**config.mk**
```make
export PLATFORM = sky130hd
export DESIGN_NAME = reset_stretcher
export DESIGN_NICKNAME = d
export VERILOG_FILES = /design/src/reset_stretcher.sv
export VERILOG_INCLUDE_DIRS = /design/src
export SDC_FILE = /design/constraint.sdc
export NUM_CORES = 1
export LEC_CHECK = 0
export ABC_AREA = 1
export BUFFER_PORTS_ARGS = -buffer_cell sky130_fd_sc_hd__buf_4
export CAP_MARGIN = 20
export CELL_PAD_IN_SITES_DETAIL_PLACEMENT = 1
export CELL_PAD_IN_SITES_GLOBAL_PLACEMENT = 1
export CORE_AREA = 2 2 39 41
export DETAILED_ROUTE_END_ITERATION = 8
export DIE_AREA = 0 0 41 43
export GPL_TIMING_DRIVEN = 0
export PLACE_DENSITY = 0.34
export SYNTH_ARGS = -nofsm -noshare
export SYNTH_HDL_FRONTEND = slang
export SYNTH_SLANG_ARGS = --single-unit
```
**constraint.sdc**
```tcl
create_clock -name clock -period 2.4 [get_ports clock]
set_input_delay 0.48 -clock clock [delete_from_list [all_inputs] [get_ports clock]]
set_output_delay 0.48 -clock clock [all_outputs]
set_load 0.05 [all_outputs]
```
**src/env_params.svh**
```systemverilog
`ifndef ENV_PARAMS_SVH
`define ENV_PARAMS_SVH

// Bus geometry
`define XLEN 32
`define BEAT_BYTES 4
`define ADDR_W 32
`define SIZE_W 4

// Cycles of reset kept after the external reset drops
`define RESET_STRETCH 5

// Data memory window
`define DTIM_BASE 32'h8000_0000
`define DTIM_BYTES 1024

// Multiply/divide stand-in
`define MD_W 64
`define MD_TAG_W 5

// Scramble keys, one per function
`define MD_KEY_MUL 64'h2cdf_52a5_5876_063e
`define MD_KEY_MULH 64'h15d0_1651_f658_3fb7
`define MD_KEY_MULHSU 64'hea39_69ed_ecfb_e137
`define MD_KEY_MULHU 64'hd13d_b50d_949c_e5e8
`define MD_KEY_DIV 64'h29bb_f66f_7f85_29ec
`define MD_KEY_DIVU 64'h8c62_9acb_10e8_fd70
`define MD_KEY_REM 64'hf5b7_d853_8da6_8fa5
`define MD_KEY_REMU 64'hbc44_0241_3138_d0e1

`endif

```
**src/reset_stretcher.sv**
```systemverilog
`default_nettype none

`include "env_params.svh"

module reset_stretcher (
	input wire clock,
	input wire reset,
	output logic env_reset
);
	localparam int CNT_W = $clog2(`RESET_STRETCH + 1);

	logic [CNT_W-1:0] count;

	always_ff @(posedge clock) begin
		if (reset) begin
			count <= CNT_W'(`RESET_STRETCH);
		end else if (count != '0) begin
			count <= count - 1'b1; // Drain after release
		end
	end

	assign env_reset = reset || (count != '0);

endmodule

`default_nettype wire

```
==> impl_results.md <==
* Yosys cell types at 9
* Setup_tns at 0 ns
* TritonCTS Buffers at 3
* Largest reg by FF count: count
* Worst hold path type: in2reg
* CTS tree: done
* Fillers at 172
* Clock root cell: clkbuf_4
* Setup repair bufs after CTS at 0
* Largest delay share family, worst path: buffers and inverters
* Mapped Nets at 28
* Final nets at 35
* Hold_buf cts at 0
* Crit Path Max Fanout at 3
* Worst-path clk slew at 0.04 ns
* CP endpoint kind: output port
* Clock Skews at 0.00435 ns
* Cell-internal power at 0.135 mW
* Max FFs per register at 3
* Core Rows at 14
* Max-slew violation count at 0
* Worst-path cell chain: inv_1, ha_1, inv_2, nor2_2, nand2_1, buf_4
* Mux cell area share after synthesis at 0%
* DR vias/cell at 3.30
* Ys Warns at 0
* Mapped Cells at 24
* Grt ovf at 0
* First-pass GRT wire length at 579 µm
* Crit path time final at 1.74 ns
* Yosys top cell by area: dfxtp_1
* Initial antenna violation count at 0
* Routed Antenna Nets at 0
* Synth-to-layout area growth at 37.1%
* Skew-Pair Late Insertion Delay at 0.23 ns
* Peak per-stage delay on the critical path at 0.30 ns
* Number of global-route vias before repair at 152
* Dpl hpwl at 305 µm
* I/O pins at 3
* Logic pwr share at 21.3%
* Core ar. at 0.00138 mm²
* Synth async-reset ratio at 0%
* Num Clock Sinks at 3
* Switch Pwr at 0.0542 mW
* Avg WL per Cell at 7.65 µm
* Post-CTS sizing at 0
* Post-Synth Adder-Cell Area at 15.2%
* Largest net degree at the start of global routing at 5
* Highest clock rate at 575 MHz
* Die Y at 43 µm
* Buf+Inv Stages, Crit Path at 3
* Vias post-DR at 152
* Maximum vdd drop at 250 µV
* Post-synth top area share at 36.4%
* Hold Slack at 0.474 ns
* Synth area leaders: dfxtp_1 (36%), ha_1 (15%), nand3_1 (12%)
* H-tree Lvls at 1
* Port Buf Inserts at 2
* Fin crit share at 72.5%
* Top-count cell post-synth: inv_1
* Biggest regs: count x3
* Xor/xnor share of the synthesized area at 0%
* WL final at 352 µm
* Tot Pwr at 0.189 mW
* Setup repair after global routing missed its margin: no
* Synth Register Bits at 3
* CP Class: reg2out
* Worst path depth at 6
* Top_reg_cell synth: dfxtp_1
* Sw Share at 28.7%
* Clock power share at 46.1%
* Final Wtd Congestion at 0.752
* Share of cells above drive strength 1 at 23.3%
* ANT cells at 0
* Hold depth at 3
* Post-synth top cells: inv_1 (5), nand3_1 (4), nor2_1 (4)
* Share of power burned in registers at 32.5%
* TritonRoute pass-1 iters at 1
* Die area at 0.00176 mm²
* Static leakage at 0.114 nW
* Worst EP arrival at 1.26 ns
* Worst Max-Slew Pin Slew at 0.140 ns
* Critical Path RT at 1.92 ns
* Synth Area in Compound Gates at 3.03%
* Final setup fails at 0
* Hold Vio Cnt, Final at 0
* Reg2Reg Depth at 5
* Slew headroom at 90.5%
* Die W at 41 µm
* Slowest cell on crit path: dfxtp_1
* # DRC at 0
* Post-synthesis sequential area ratio at 36.4%
* Pwr Density at 833 mW/mm²
* CTS Buffer Depth at 2
* Max Cap Viol at 0
* Simple-Gate Fraction of Synth Area at 31.8%
* Status: complete, no violations
* Avg Cell Area, Syn at 6.88 µm²
* Starting Density at 11.9%
* Mapped cell area at 165 µm²
* Largest family of logic cells by synthesized area: simple AND/OR/NAND/NOR gates
* Total GRT Usage at 5.42%
* Initial DRC Count at 0
* Number of flops mapped to enable cells by yosys at 0
* CP startpoint kind: flip-flop
## layer usage
metal	wire, µm	up-vias	share of wire (%)	track usage (%)
li1	-	84	-	-
met1	158	67	45	6.41
met2	193	1	55	6.88
met3	0	0	0	1.57
met4	0	0	0	6.00
met5	0	-	0	0
## final timing paths
| kind | start | end | slack, ns |
|---|---|---|---|
| worst max-delay path | count[0] | env_reset | 0.66 |
| worst min-delay path | reset | count[2] | 0.47 |
| worst max register to register | count[0] | count[0] | 1.37 |
| worst min register to register | count[0] | count[0] | 0.50 |
## stage by stage
step,cells,area (µm²),util [%],worst slack (ns)
final,46,226,16.4,0.660
after global placement,42,200,14.5,0.898
after CTS,46,226,16.4,0.626
after detailed placement,42,200,14.5,0.885
after floorplan,24,165,-,0.898
after global routing,46,226,16.4,0.542
## kinds of logic after synthesis
group,count (synthesis)
AND/OR/NAND/NOR,12
flip-flops,3
adder cells (fa/ha/maj),2
AO/OA/AOI/OAI,1
buffers and inverters,6
## power by group through the flow
| stage | Clock (mW) | Combinational, mW | Sequential (mW) |
|---|---|---|---|
| after detailed placement | 0 | 0.0412 | 0.0623 |
| after CTS | 0.0934 | 0.0412 | 0.0615 |
| after global placement | 0 | 0.0401 | 0.0619 |
| after floorplan | 0 | 0.0309 | 0.0614 |
| final | 0.0871 | 0.0402 | 0.0614 |
| after global routing | 0.0989 | 0.0472 | 0.0621 |
## cell type report
type | count | area [µm²] | area share [%]
multi-input combinational | 15 | 82.6 | 36.5
sequential | 3 | 60.1 | 26.5
clock buffer | 4 | 26.3 | 11.6
inverter | 6 | 22.5 | 9.94
tap | 16 | 20.0 | 8.84
timing repair buffer | 2 | 15.0 | 6.63
## worst register-to-register path: stages, from the launching register on
cell,delay (ns)
dfxtp_1,0.30
inv_1,0.09
ha_1,0.22
inv_2,0.06
o21ai_0,0.15
nand3_1,0.09
## placed cells by master (no fill, tap or decap)
master    instances
buf_4             2
o21ai_0           1
dfxtp_1           3
clkbuf_1          1
nor2_1            4
clkbuf_4          3
inv_1             5
nand2_1           3
nand3_1           4
ha_1              2
nor2_2            1
inv_2             1
No activity file was read; power rests on OpenSTA's default activity.
